<file path="src/hdl/disk_bridge_pkg.sv">
package disk_bridge_pkg;

	// ========================================================================
	// Sizes
	// ========================================================================

	// One host sector held in the bridge
	localparam int SECTOR_BYTES = 512;
	localparam int BUF_AW       = 9;

	// LBA and image size share one width
	localparam int LBA_W        = 32;

	// Host image slots, selected from drive number bits 2 and 0
	localparam int NUM_SLOTS    = 4;
	localparam int SLOT_W       = $clog2(NUM_SLOTS);

	localparam int DRV_W        = 3;
	localparam int FTYPE_W      = 2;

	// ========================================================================
	// Controller side
	// ========================================================================

	// Register outputs and strobes from the I/O processor
	typedef struct packed {
		logic             lba_sel;
		logic             block_rd;
		logic             block_wr;
		logic [DRV_W-1:0] drv_num;
		logic [LBA_W-1:0] data;
		logic             data_wr;
		logic             data_rd;
		logic             io_wr;
	} ctrl_port_t;

	// Single-cycle commands from the strobe decoder
	typedef struct packed {
		logic              lba_load;
		logic              buf_write;
		logic              buf_advance;
		logic              ptr_clear;
		logic              req_rd;
		logic              req_wr;
		logic [SLOT_W-1:0] slot;
	} ctrl_cmd_t;

	// Status byte, io_done sits in bit 0
	typedef struct packed {
		logic               read_only;
		logic [FTYPE_W-1:0] file_type;
		logic [DRV_W-1:0]   file_no;
		logic               mounted;
		logic               io_done;
	} ctrl_status_t;

	// ========================================================================
	// Host side
	// ========================================================================

	// Host port of the sector buffer
	typedef struct packed {
		logic [BUF_AW-1:0] addr;
		logic [7:0]        wdata;
		logic              we;
	} host_buf_t;

endpackage

</file>
<file path="src/hdl/ctrl_cmd_decoder.sv">
`timescale 1ns/100ps

module ctrl_cmd_decoder import disk_bridge_pkg::*; (
	input  logic       clk_sys,
	input  logic       areset,
	input  ctrl_port_t ctrl_i,
	output ctrl_cmd_t  cmd_o
);

	// First stage samples the controller levels
	logic             lba_sel_q;
	logic [DRV_W-1:0] drv_q;
	logic             wr_q;
	logic             rd_q;
	logic             io_q;
	logic             blrd_q;
	logic             blwr_q;

	// Second stage holds the previous sample for edge detection
	logic wr_qq;
	logic rd_qq;
	logic blrd_qq;
	logic blwr_qq;

	ctrl_cmd_t cmd_q;

	always_ff @(posedge clk_sys) begin
		if (areset) begin
			lba_sel_q <= 1'b0;
			drv_q     <= '0;
			wr_q      <= 1'b0;
			rd_q      <= 1'b0;
			io_q      <= 1'b0;
			blrd_q    <= 1'b0;
			blwr_q    <= 1'b0;
			wr_qq     <= 1'b0;
			rd_qq     <= 1'b0;
			blrd_qq   <= 1'b0;
			blwr_qq   <= 1'b0;
		end else begin
			lba_sel_q <= ctrl_i.lba_sel;
			drv_q     <= ctrl_i.drv_num;
			wr_q      <= ctrl_i.data_wr;
			rd_q      <= ctrl_i.data_rd;
			io_q      <= ctrl_i.io_wr;
			blrd_q    <= ctrl_i.block_rd;
			blwr_q    <= ctrl_i.block_wr;
			wr_qq     <= wr_q;
			rd_qq     <= rd_q;
			blrd_qq   <= blrd_q;
			blwr_qq   <= blwr_q;
		end
	end

	always_ff @(posedge clk_sys) begin
		if (areset) begin
			cmd_q <= '0;
		end else begin
			// Write edge goes to the LBA register or into the buffer
			cmd_q.lba_load    <= wr_q & ~wr_qq & lba_sel_q;
			cmd_q.buf_write   <= wr_q & ~wr_qq & ~lba_sel_q;
			// Read completes on the falling edge
			cmd_q.buf_advance <= rd_qq & ~rd_q;
			cmd_q.ptr_clear   <= io_q;
			cmd_q.req_rd      <= blrd_q & ~blrd_qq;
			cmd_q.req_wr      <= blwr_q & ~blwr_qq;
			cmd_q.slot        <= {drv_q[2], drv_q[0]};
		end
	end

	assign cmd_o = cmd_q;

	a_req_excl: assert property (@(posedge clk_sys) disable iff (areset)
		!(cmd_o.req_rd && cmd_o.req_wr));

endmodule

</file>
<file path="config.mk">
export PLATFORM = sky130hd
export DESIGN_NAME = ctrl_cmd_decoder
export DESIGN_NICKNAME = d
export VERILOG_FILES = /design/src/hdl/disk_bridge_pkg.sv /design/src/hdl/ctrl_cmd_decoder.sv
export SDC_FILE = /design/constraint.sdc
export NUM_CORES = 1
export LEC_CHECK = 0
export ABC_AREA = 1
export BUFFER_PORTS_ARGS = -buffer_cell sky130_fd_sc_hd__buf_4
export CAP_MARGIN = 20
export CELL_PAD_IN_SITES_DETAIL_PLACEMENT = 0
export CELL_PAD_IN_SITES_GLOBAL_PLACEMENT = 1
export CORE_MARGIN = 1
export CORE_UTILIZATION = 23
export CTS_CLUSTER_DIAMETER = 100
export DETAILED_ROUTE_END_ITERATION = 7
export GPL_TIMING_DRIVEN = 0
export HOLD_SLACK_MARGIN = 0.06
export PLACE_DENSITY_LB_ADDON = 0.1
export SLEW_MARGIN = 5
export SYNTH_ARGS = -nofsm -noshare
export SYNTH_HDL_FRONTEND = slang
export SYNTH_SLANG_ARGS = --single-unit
</file>
<file path="constraint.sdc">
create_clock -name clk_sys -period 0.9 [get_ports clk_sys]
set_clock_uncertainty 0.15 [all_clocks]
set_input_delay 0.045 -clock clk_sys [delete_from_list [all_inputs] [get_ports clk_sys]]
set_output_delay 0.045 -clock clk_sys [all_outputs]
set_load 0.05 [all_outputs]
</file>
Yosys cells after proc, flatten, opt, wreduce, memory -nomap -nowiden

Cells that the tools add are included.

Word-level logic and storage cells: 29
Register bits: 21

Bitwise operators: 11

Operators by type and width:

| operator      | count |
|---|---|
| $and A1 B1 Y1 | 6 |
| $not A1 Y1    | 5 |

Depth between registers and ports, before layout

Word-level depth: 3
Depth in mapped cells: 3
Mapped depth without buffers: 3

Worst setup path after synthesis

No wires, ideal clock.

Path kind: reg2out
From: reg cmd_q, in the netlist cmd_o[0]
To: out cmd_o[0] in the netlist's numbering
Cell stages (with the launch flop): 1
Path buffers: 0
Arrival: 0.587 ns
Setup slack: 0.118 ns
Cell sequence: dfxtp_1

RTL lines:

| element            | RTL line               | RTL |
|---|---|---|
| start: declaration | ctrl_cmd_decoder.sv:25 | `ctrl_cmd_t cmd_q;` |
| end: declaration   | ctrl_cmd_decoder.sv:7  | `output ctrl_cmd_t cmd_o` |

No word-level cell between the ends.

Worst setup path after layout

From: reg cmd_q, in the netlist cmd_o[1]
To: out cmd_o[1] in the netlist's numbering

No word-level cell between the ends.

==> impl_metrics.py <==
metrics = {
    "synthesis": {
        "syn_area_um2": 568,
        "synth_ff_type": "sky130_fd_sc_hd__dfxtp_1",
        "post-synth-top-count-cell": "sky130_fd_sc_hd__dfxtp_1",
        "syn-mean-instance-area_um2": 9.16,
        "yosys.area_share.xor_xnor_pct": 0,
        "yosysWarningCount": 0,
        "synth_cells": 62,
        "synth-simple-area-share_pct": 15.6,
        "post_synth_mux_area_share_pct": 0,
        "synth_adder_area_share_pct": 0,
        "synth-edff-count": 0,
        "synth_common_cells": "sky130_fd_sc_hd__dfxtp_1 (20), sky130_fd_sc_hd__inv_1 (17), sky130_fd_sc_hd__nor2_1 (17)",
        "synth_top_family_by_area": "simple AND/OR/NAND/NOR gates",
        "share_of_the_synthesized_area_in_compound_gates_ao_oa_aoi_oai_pct": 0,
        "yosysTopAreaCell": "sky130_fd_sc_hd__dfxtp_1",
        "synth_area_leaders": "sky130_fd_sc_hd__dfxtp_1 (70%), sky130_fd_sc_hd__inv_1 (11%), sky130_fd_sc_hd__nor2_1 (11%)",
        "ys_types": 7,
        "post-synth-top-area-fraction_pct": 70.5,
        "synth-seq-area-share_pct": 70.5,
        "mappedNetlistNets": 105,
        "synth-seq-cells": 20,
        "postSynth.asyncResetShare_pct": 0,
    },
    "timing": {
        "fin_crit_ns": 0.976,
        "report.final.hold_viol_count": 3,
        "timing_max_transition_violations_final": 0,
        "rsz0062_at_grt": "true",
        "timing.final.setup_violations": 8,
        "layout_worst_path_cycle_share_pct": 108,
        "final_critical_path_setup_slack_ns": -0.0762,
        "holdWs_ns": -0.0204,
        "clock.fmax_mhz": 1020,
        "worst_margin_slew_ns": 0.109,
        "maxSlewHeadroom_pct": 92.8,
    },
    "grt": {
        "grt_max_degree": 12,
        "grt_first_pass_wirelength_um": 1460,
        "antenna_violations_before_repair": 0,
        "via_count_of_the_first_global_routing_pass": 390,
        "grt.total_usage_pct": 7.94,
        "grt_overflow": 0,
    },
    "routing": {
        "drt-initial-drc-count": 0,
        "detail_route.vias_per_cell": 3.48,
        "drt_drc_violations_left": 0,
        "route.vias.total": 417,
        "antenna_left": 0,
        "wl_um": 869,
        "post_drt_wl_per_cell_um": 7.24,
        "drtPass1Iterations": 1,
    },
    "die": {
        "initial_core_util_pct": 25.0,
        "chipWidth_um": 51.7,
        "std_cell_rows": 17,
        "die_span_in_y_um": 51.7,
        "io_pins": 51,
        "core_area_um2": 2280,
        "design.die.area_um2": 2670,
    },
    "final_layout": {
        "multi_input_combinational_cell_area_um2": 91.3,
        "fillerInstances": 227,
        "antennaDiodeCount": 0,
        "largest_reg_flops": 8,
        "sequential_cell_area_um2": 410,
        "layout-drive-gt1-share_pct": 35.9,
        "area_growth_pct": 63.2,
        "fin_nets": 136,
    },
    "setup_path": {
        "criticalPathCategory": "reg -> out",
        "path_max_fanout": 1,
        "critPathRequiredTime_ns": 0.70,
        "timing.critical_path.from_type": "flip-flop",
        "worst_path_max_delay_cell": "sky130_fd_sc_hd__dfxtp_2",
        "crit_family": "flip-flops",
        "cp_slowest_stage_delay_ns": 0.35,
        "crit_path_cell_trace": "buf_8",
        "critPathCaptureType": "output pin",
        "critical_path_arrival_ns": 0.78,
        "critPathBufInv": 1,
    },
    "placement": {
        "dp.final_hpwl_um": 586,
        "io_buffers": 17,
        "place.gp.congestion": 0.627,
    },
    "clock_tree": {
        "cts.path.max_buffers": 2,
        "cts_hold_repair.buffers": 9,
        "cts.sinks": 20,
        "htreeDepth": 1,
        "tritoncts": "yes",
        "cts.root.buffer_cell": "sky130_fd_sc_hd__clkbuf_4",
        "clk_pin_slew_ns": 0.11,
        "tritoncts.num_buffers": 3,
        "cts_setup_buffers": 0,
        "clk-insertion-delay-late_ns": 0.29,
    },
    "min_path": {
        "min-delay-path-class": "in -> reg",
    },
    "outcome": {
        "violations": "hold timing, setup timing",
        "run_status": "finished, violations left",
    },
    "power_and_ir_drop": {
        "power_per_cell_area_nw_per_um2": 1770,
        "logic_gate_share_of_total_power_pct": 11.8,
        "worst_ir_drop_vdd_mv": 0.805,
        "switching_share_pct": 22.2,
        "pwr-share-clk_pct": 30.8,
        "power.total_mw": 1.64,
        "power.sequential.fraction_pct": 57.4,
        "p_int_mw": 1.27,
        "net-switching-power_mw": 0.364,
        "static-leakage-power_nw": 0.478,
    },
    "run": {
        "max-cap-violations": 0,
    },
}
placed cells by master, fill, tap and decap left out, drive strengths merged:
master | netlist | final
dlymetal6s4s | 0 | 1
nor2 | 17 | 17
clkbuf | 0 | 4
dfxtp | 20 | 20
inv | 18 | 18
nand2 | 6 | 6
buf | 1 | 18
dlygate4sd3 | 0 | 8
per-layer routing:
metal  track usage (%)  vias to the layer above  share of wire, %
met1              8.27                      179                47
met4              6.76                        0               1.0
met3              2.63                        2               4.1
met2              12.8                        9                47
met5                 0                        -                 0
li1                  -                      227                 -
path summary, 6_finish.rpt:
kind / startpoint / endpoint / slack (ns) / depth (start not counted)
hold reg to reg: blrd_qq / cmd_o[3] / 0.24 / 1
setup reg to reg: wr_q / cmd_o[6] / 0.19 / 2
hold / removal: areset / cmd_o[5] / -0.02 / 3
setup / recovery: cmd_o[1] / cmd_o[1] / -0.08 / 1
cells by family after synthesis:
family,Yosys count
flops,20
simple gates,23
buf+inv,19
area by class of cell:
class                           instances  area share, %
Sequential cell                        20           44.3
Timing Repair Buffer                   26           29.4
Multi-Input combinational cell         23           9.85
Inverter                               18           7.56
Clock buffer                            4           3.91
Tap cell                               28           3.78
Buffer                                  1           1.21
repair_timing:
action,CTS,global route
hold endpoints to repair,20,3
resized for setup,17,8
pin swaps,0,1
setup endpoints to repair,8,21
power groups by stage:
stage | clock [mW] | sequential [mW] | combinational, mW
final | 0.505 | 0.939 | 0.193
after global routing | 0.559 | 0.943 | 0.211
after CTS | 0.530 | 0.939 | 0.186
after detailed placement | 0 | 0.954 | 0.146
after global placement | 0 | 0.953 | 0.145
after floorplan | 0 | 0.996 | 0.0422
stage by stage:
| step | TNS, ns | utilization [%] | area [um2] | worst slack (ns) | std cells |
|---|---|---|---|---|---|
| after floorplan | 0 | - | 568 | 0.118 | 62 |
| after CTS | -0.696 | 39.6 | 901 | -0.0910 | 120 |
| after global routing | -0.840 | 40.7 | 927 | -0.112 | 120 |
| after detailed placement | 0 | 32.1 | 731 | 0.207 | 107 |
| final | -0.552 | 40.7 | 927 | -0.0762 | 120 |
| after global placement | 0 | 32.1 | 731 | 0.211 | 107 |
No activity file was read; power rests on OpenSTA's default activity.
