==> src/hdl/disk_bridge_pkg.sv <==
package disk_bridge_pkg;

	// ========================================================================
	// Sizes
	// ========================================================================

	// One host sector held in the bridge
	localparam int SECTOR_BYTES = 512;
	localparam int BUF_AW       = 9;

	// LBA and image size share one width
	localparam int LBA_W        = 32;

	// Host image slots, selected from drive number bits 2 and 0
	localparam int NUM_SLOTS    = 4;
	localparam int SLOT_W       = $clog2(NUM_SLOTS);

	localparam int DRV_W        = 3;
	localparam int FTYPE_W      = 2;

	// ========================================================================
	// Controller side
	// ========================================================================

	// Register outputs and strobes from the I/O processor
	typedef struct packed {
		logic             lba_sel;
		logic             block_rd;
		logic             block_wr;
		logic [DRV_W-1:0] drv_num;
		logic [LBA_W-1:0] data;
		logic             data_wr;
		logic             data_rd;
		logic             io_wr;
	} ctrl_port_t;

	// Single-cycle commands from the strobe decoder
	typedef struct packed {
		logic              lba_load;
		logic              buf_write;
		logic              buf_advance;
		logic              ptr_clear;
		logic              req_rd;
		logic              req_wr;
		logic [SLOT_W-1:0] slot;
	} ctrl_cmd_t;

	// Status byte, io_done sits in bit 0
	typedef struct packed {
		logic               read_only;
		logic [FTYPE_W-1:0] file_type;
		logic [DRV_W-1:0]   file_no;
		logic               mounted;
		logic               io_done;
	} ctrl_status_t;

	// ========================================================================
	// Host side
	// ========================================================================

	// Host port of the sector buffer
	typedef struct packed {
		logic [BUF_AW-1:0] addr;
		logic [7:0]        wdata;
		logic              we;
	} host_buf_t;

endpackage

==> src/hdl/host_request_tracker.sv <==
`timescale 1ns/100ps

module host_request_tracker import disk_bridge_pkg::*; (
	input  logic                 clk_sys,
	input  logic                 areset,
	input  ctrl_cmd_t            cmd_i,
	input  logic [NUM_SLOTS-1:0] host_ack_i,
	input  logic [NUM_SLOTS-1:0] img_mounted_i,
	input  logic                 img_readonly_i,
	input  logic [LBA_W-1:0]     img_size_i,
	input  logic [FTYPE_W-1:0]   file_type_i,
	output logic [NUM_SLOTS-1:0] host_rd_o,
	output logic [NUM_SLOTS-1:0] host_wr_o,
	output ctrl_status_t         status_o,
	output logic [LBA_W-1:0]     file_size_o
);

	logic [NUM_SLOTS-1:0] rd_req;
	logic [NUM_SLOTS-1:0] wr_req;
	logic                 ack_q;
	logic                 mnt_q;
	logic [SLOT_W-1:0]    mnt_slot;
	ctrl_status_t         status_q;
	logic [LBA_W-1:0]     file_size;

	// Highest mounted slot wins
	always_comb begin
		mnt_slot = '0;
		for (int i = 0; i < NUM_SLOTS; i++) begin
			if (img_mounted_i[i]) begin
				mnt_slot = SLOT_W'(i);
			end
		end
	end

	// ========================================================================
	// Block requests and completion
	// ========================================================================

	always_ff @(posedge clk_sys) begin
		if (areset) begin
			rd_req           <= '0;
			wr_req           <= '0;
			ack_q            <= 1'b0;
			status_q.io_done <= 1'b0;
		end else begin
			if (cmd_i.req_rd) begin
				rd_req[cmd_i.slot] <= 1'b1;
				status_q.io_done   <= 1'b0;
			end
			if (cmd_i.req_wr) begin
				wr_req[cmd_i.slot] <= 1'b1;
				status_q.io_done   <= 1'b0;
			end
			// Host took the request
			if (|host_ack_i) begin
				rd_req <= '0;
				wr_req <= '0;
			end
			ack_q <= |host_ack_i;
			if (ack_q && !(|host_ack_i)) begin
				status_q.io_done <= 1'b1;
			end
		end
	end

	// ========================================================================
	// Image mount status
	// ========================================================================

	always_ff @(posedge clk_sys) begin
		if (areset) begin
			mnt_q              <= 1'b0;
			status_q.mounted   <= 1'b0;
			status_q.file_no   <= '0;
			status_q.file_type <= '0;
			status_q.read_only <= 1'b0;
			file_size          <= '0;
		end else begin
			mnt_q <= |img_mounted_i;
			if (!mnt_q && |img_mounted_i) begin
				// Slots 0..3 appear as files 0, 1, 4, 5
				status_q.file_no   <= {mnt_slot[1], 1'b0, mnt_slot[0]};
				status_q.file_type <= file_type_i;
				status_q.read_only <= img_readonly_i | (|img_mounted_i[3:2]);
				status_q.mounted   <= ~status_q.mounted;
				file_size          <= img_size_i;
			end
		end
	end

	assign host_rd_o   = rd_req;
	assign host_wr_o   = wr_req;
	assign status_o    = status_q;
	assign file_size_o = file_size;

	a_rd_wr_excl: assert property (@(posedge clk_sys) disable iff (areset)
		!(|host_rd_o && |host_wr_o));

endmodule

==> config.mk <==
export PLATFORM = sky130hd
export DESIGN_NAME = host_request_tracker
export DESIGN_NICKNAME = d
export VERILOG_FILES = /design/src/hdl/disk_bridge_pkg.sv /design/src/hdl/host_request_tracker.sv
export SDC_FILE = /design/constraint.sdc
export NUM_CORES = 1
export LEC_CHECK = 0
export BUFFER_PORTS_ARGS = -buffer_cell sky130_fd_sc_hd__buf_2
export CELL_PAD_IN_SITES_DETAIL_PLACEMENT = 1
export CELL_PAD_IN_SITES_GLOBAL_PLACEMENT = 2
export CORE_ASPECT_RATIO = 1.25
export CORE_MARGIN = 8
export CORE_UTILIZATION = 26
export CTS_CLUSTER_DIAMETER = 30
export DETAILED_ROUTE_END_ITERATION = 6
export HOLD_SLACK_MARGIN = 0.02
export PLACE_DENSITY_LB_ADDON = 0.1
export SLEW_MARGIN = 20
export SYNTH_ARGS = -nofsm -noshare
export SYNTH_HDL_FRONTEND = slang
export SYNTH_SLANG_ARGS = --single-unit
==> constraint.sdc <==
create_clock -name clk_sys -period 1.7 [get_ports clk_sys]
set_input_delay 0.17 -clock clk_sys [delete_from_list [all_inputs] [get_ports clk_sys]]
set_output_delay 0.17 -clock clk_sys [all_outputs]
set_load 0.005 [all_outputs]
* Yosys cells after proc, flatten, opt, wreduce, memory -nomap -nowiden
Cells that the tools add are included. Widths: inputs -> output; s select.
Word-level totals: memories kept 0, latch bits 0, memory bits (read-only) 0, register bits 49, memory bits (writable) 0
Operators by class: $lt $le $gt $ge 2, bitwise gates (word level) 4, divide/modulo/power cells 0, multiply operators 0, add/subtract/negate cells 0, shift-type cells 0, muxes and demuxes 8, eq/ne operators 0, reduce and logical (&&, ||, !) cells 10
Operator list (count):
- $or 4x4->4 | 2
- $reduce_or 4->1 | 2
- $mux 1 | 5
- $reduce_or 5->1 | 1
- $mux 2 | 2
- $logic_and 1x1->1 | 3
- $lt 2x3->1 const B | 1
- $reduce_bool 3->1 | 1
- $demux 1 s2 | 1
- $ge 2x1->1 const B | 1
- $logic_not 1->1 | 2
- $reduce_or 2->1 | 1
- $not 1->1 | 1
- $or 1x1->1 | 1

* Longest topological paths before layout
depth in word-level cells 5, depth in mapped cells 5

* Worst setup path after synthesis
Ideal clock, no wire load.
kind input to register, start point input port img_mounted_i[3], end point register file_size[0], in the netlist file_size_o[0], data arrival time 1.107 ns, required time 1.557 ns, stages 5, slack 0.450 ns, buffers on the path 2, cell sequence or4_1 > buf_6 > buf_12 > nand3_2 > a21oi_2
Between the ends: longest elaborated chain between the ends 2
Ends and longest elaborated chain:
- start: declaration | RTL line host_request_tracker.sv:8 | input logic [NUM_SLOTS-1:0] img_mounted_i,
- $reduce_or 4->1 | RTL line host_request_tracker.sv:81 | if (!mnt_q && |img_mounted_i) begin
- $logic_and 1x1->1 | RTL line host_request_tracker.sv:81
- end signal: assignment | RTL line host_request_tracker.sv:87 | file_size <= img_size_i;
- end: declaration | RTL line host_request_tracker.sv:24 | logic [LBA_W-1:0] file_size;
No other way between the ends. A chain may end at the register's enable or synchronous reset.

* Worst setup path in the final report
start point input port img_mounted_i[3], end point register file_size[10], in the netlist file_size_o[10]
The elaborated chain is that of the path after synthesis.

==> results.sh <==
export IMPL_status="completed"
export IMPL_wl_mm=6.79
export IMPL_crit_fanout=10
export IMPL_post_route_period_util=0.739
export IMPL_dp_slack_ns=0.108
export IMPL_crit_path_end_kind="register"
export IMPL_syn_area_sq_um=2140
export IMPL_path_clk_slew_ns=0.10
export IMPL_cts_sinks=49
export IMPL_hold_path_class="in2reg"
export IMPL_grt_pass1_vias=2146
export IMPL_maxClockFrequency_mhz=796
export IMPL_slew_violations=0
export IMPL_vias_per_cell=4.77
export IMPL_drive_above_1_share=0.573
export IMPL_dr_pass1_iters=4
export IMPL_sw_frac_of_total=0.252
export IMPL_cellInternalPower_w=0.00196
export IMPL_power_leakage_nw=1.23
export IMPL_initial_core_util=0.264
export IMPL_synth_cell_types=27
export IMPL_rr_startpoint="mnt_q"
export IMPL_h_tree_depth=2
export IMPL_grt_max_degree=39
export IMPL_std_cell_rows=37
export IMPL_tns_ns=0
export IMPL_die_width_um=97.1
export IMPL_cts_root_buffer="clkbuf_8"
export IMPL_worstSetupPathType="in2reg"
export IMPL_hold_viol=0
export IMPL_cp_start_kind="input pin"
export IMPL_coreArea_sq_um=8100
export IMPL_antenna_found_initial=0
export IMPL_layout_nets=361
export IMPL_grt_usage=0.118
export IMPL_r2r_slack_ns=0.51
export IMPL_pwr_share_seq=0.472
export IMPL_setup_viol=0
export IMPL_skew_ns=0.00436
export IMPL_powerDensity_nw_per_um2=922
export IMPL_drt_iter0_drc=37
export IMPL_vias=1935
export IMPL_io_pins=101
export IMPL_synthTopCellsByArea="dfxtp_1 (46%), nand3_2 (14%), a21oi_2 (12%)"
export IMPL_p_clk_frac=0.383
export IMPL_cts_inserted_buffers=5
export IMPL_crit_required_ns=1.89
export IMPL_worstSetupStartpoint="img_mounted_i[3]"
export IMPL_async_flop_share=0
export IMPL_avgSynthCellArea_sq_um=9.89
export IMPL_combPwrFrac=0.145
export IMPL_fp_dieArea_sq_um=11400
export IMPL_cts_tree="built"
export IMPL_ctsResizeCount=0
export IMPL_whs_path_depth=3
export IMPL_worstPathArrival_ns=1.44
export IMPL_yosysMostFrequentCell="dfxtp_1"
export IMPL_cts_buffer_depth=2
export IMPL_gp_congestion=0.697
export IMPL_synth_edf_count=0
export IMPL_power_switching_w=0.000660
export IMPL_seqCellArea_sq_um=981
export IMPL_ant_nets=0
export IMPL_total_power_w=0.00262
export IMPL_rsz0062_at_grt="false"
export IMPL_cts_hold_buf=0
export IMPL_synthTopCellsByCount="dfxtp_1 (49), o21ai_1 (36), a21oi_2 (30), nand3_2 (30), nor2_1 (11)"
export IMPL_syn_nets=269
export IMPL_route_detailed_drc=0
export IMPL_period_minus_slack_ns=1.26
export IMPL_regToRegEndpoint="status_o[1]"
export IMPL_yosysTopAreaCell="dfxtp_1"
export IMPL_cts_post_setup_buffers_inserted=0
export IMPL_io_buffers=95
export IMPL_ir_drop_v=0.000384
export IMPL_synth_ff_latch_count=49
export IMPL_netlist_area_leader_share=0.459
export IMPL_die_h_um=117
export IMPL_area_growth_pct=33.1
export IMPL_synth_flop_cell="dfxtp_1"
export IMPL_clk_latency_ns=0.31
export IMPL_post_dp_hpwl_mm=4.96
export IMPL_ys_seq_area_frac=0.459
export IMPL_fill_cells=971
export IMPL_final_util=0.351
export IMPL_synth_cells=216
export IMPL_cap_violations=0
export IMPL_multi_input_area_sq_um=988
export IMPL_overflow=0
export IMPL_min_from="img_size_i[28]"
export IMPL_diodes=0
export IMPL_worst_r2r_cell_count=3
export IMPL_fin_ws_ns=0.444
export IMPL_post_drt_wl_per_cell_um=16.7
export IMPL_grt_pass1_wl_mm=11.2
export IMPL_ys_warnings_count=0
export IMPL_hold_path_end="file_size_o[28]"
-- routing by layer --
| layer | share of wire | up-vias | track usage |
|---|---|---|---|
| met5 | 0 | - | 0 |
| met3 | 0.064 | 6 | 0.0364 |
| met4 | 0.011 | 0 | 0.0347 |
| met2 | 0.48 | 57 | 0.200 |
| met1 | 0.44 | 924 | 0.138 |
| li1 | - | 948 | - |
-- power groups by stage --
stage / clock [W] / sequential [W] / combinational, W
3_5_place_dp: 0 / 0.00127 / 0.000390
5_1_grt: 0.00108 / 0.00125 / 0.000421
6_report: 0.00100 / 0.00124 / 0.000379
2_1_floorplan: 0 / 0.00127 / 0.000200
3_3_place_gp: 0 / 0.00126 / 0.000388
4_1_cts: 0.00104 / 0.00124 / 0.000391
-- cell families after synthesis --
| group | count (synthesis) | synth area share |
|---|---|---|
| AOI/OAI and AO/OA | 87 | 0.265 |
| and+or+nand+nor | 52 | 0.191 |
| other | 1 | 0.00176 |
| DFF | 49 | 0.459 |
| buffers and inverters | 27 | 0.0826 |
-- state kept, by name, summed over array words and instances, names as in the netlist --
register and cells:
ack_q 1, file_size_o 32, host_rd_o 4, host_wr_o 4
mnt_q 1, status_o 7
-- worst max-delay path: stages --
cell and delay (ns):
buf_2 0.13, or4_2 0.75, buf_4 0.25, nand3_2 0.09, a21oi_2 0.05
-- how the worst max path moves through the flow --
stage / slack (ns) / to
finish: 0.44 / file_size_o[10]
global route: 0.40 / status_o[7]
CTS: 0.44 / file_size_o[8]
detailed placement: 0.11 / file_size_o[8]
global placement: 0.12 / file_size_o[10]
floorplan: 0.45 / file_size_o[0]
-- cell usage in the layout, fill, tap and decap left out, types with 3 or more instances in the layout --
cell	instances
nand3_1	5
o21ai_1	36
a21oi_2	30
a31oi_1	8
a21oi_1	9
clkbuf_8	5
nand3_2	30
buf_12	3
buf_2	95
buf_4	8
inv_1	5
dfxtp_1	49
nor2_1	11
-- through the flow --
stage | std cells | cell area, sq um | hold WS [ns]
floorplan | 216 | 2140 | 0.272
global placement | 398 | 2710 | 0.416
detailed placement | 398 | 2710 | 0.420
CTS | 406 | 2840 | 0.0842
global route | 406 | 2840 | 0.0794
finish | 406 | 2840 | 0.0925
-- layout make-up --
cell class,count,share of cell area
Tap cell,97,0.0427
Clock inverter,3,0.0229
Timing Repair Buffer,106,0.210
Clock buffer,5,0.0242
Multi-Input combinational cell,140,0.348
Inverter,6,0.00792
Sequential cell,49,0.345
No activity file was read; power rests on OpenSTA's default activity.
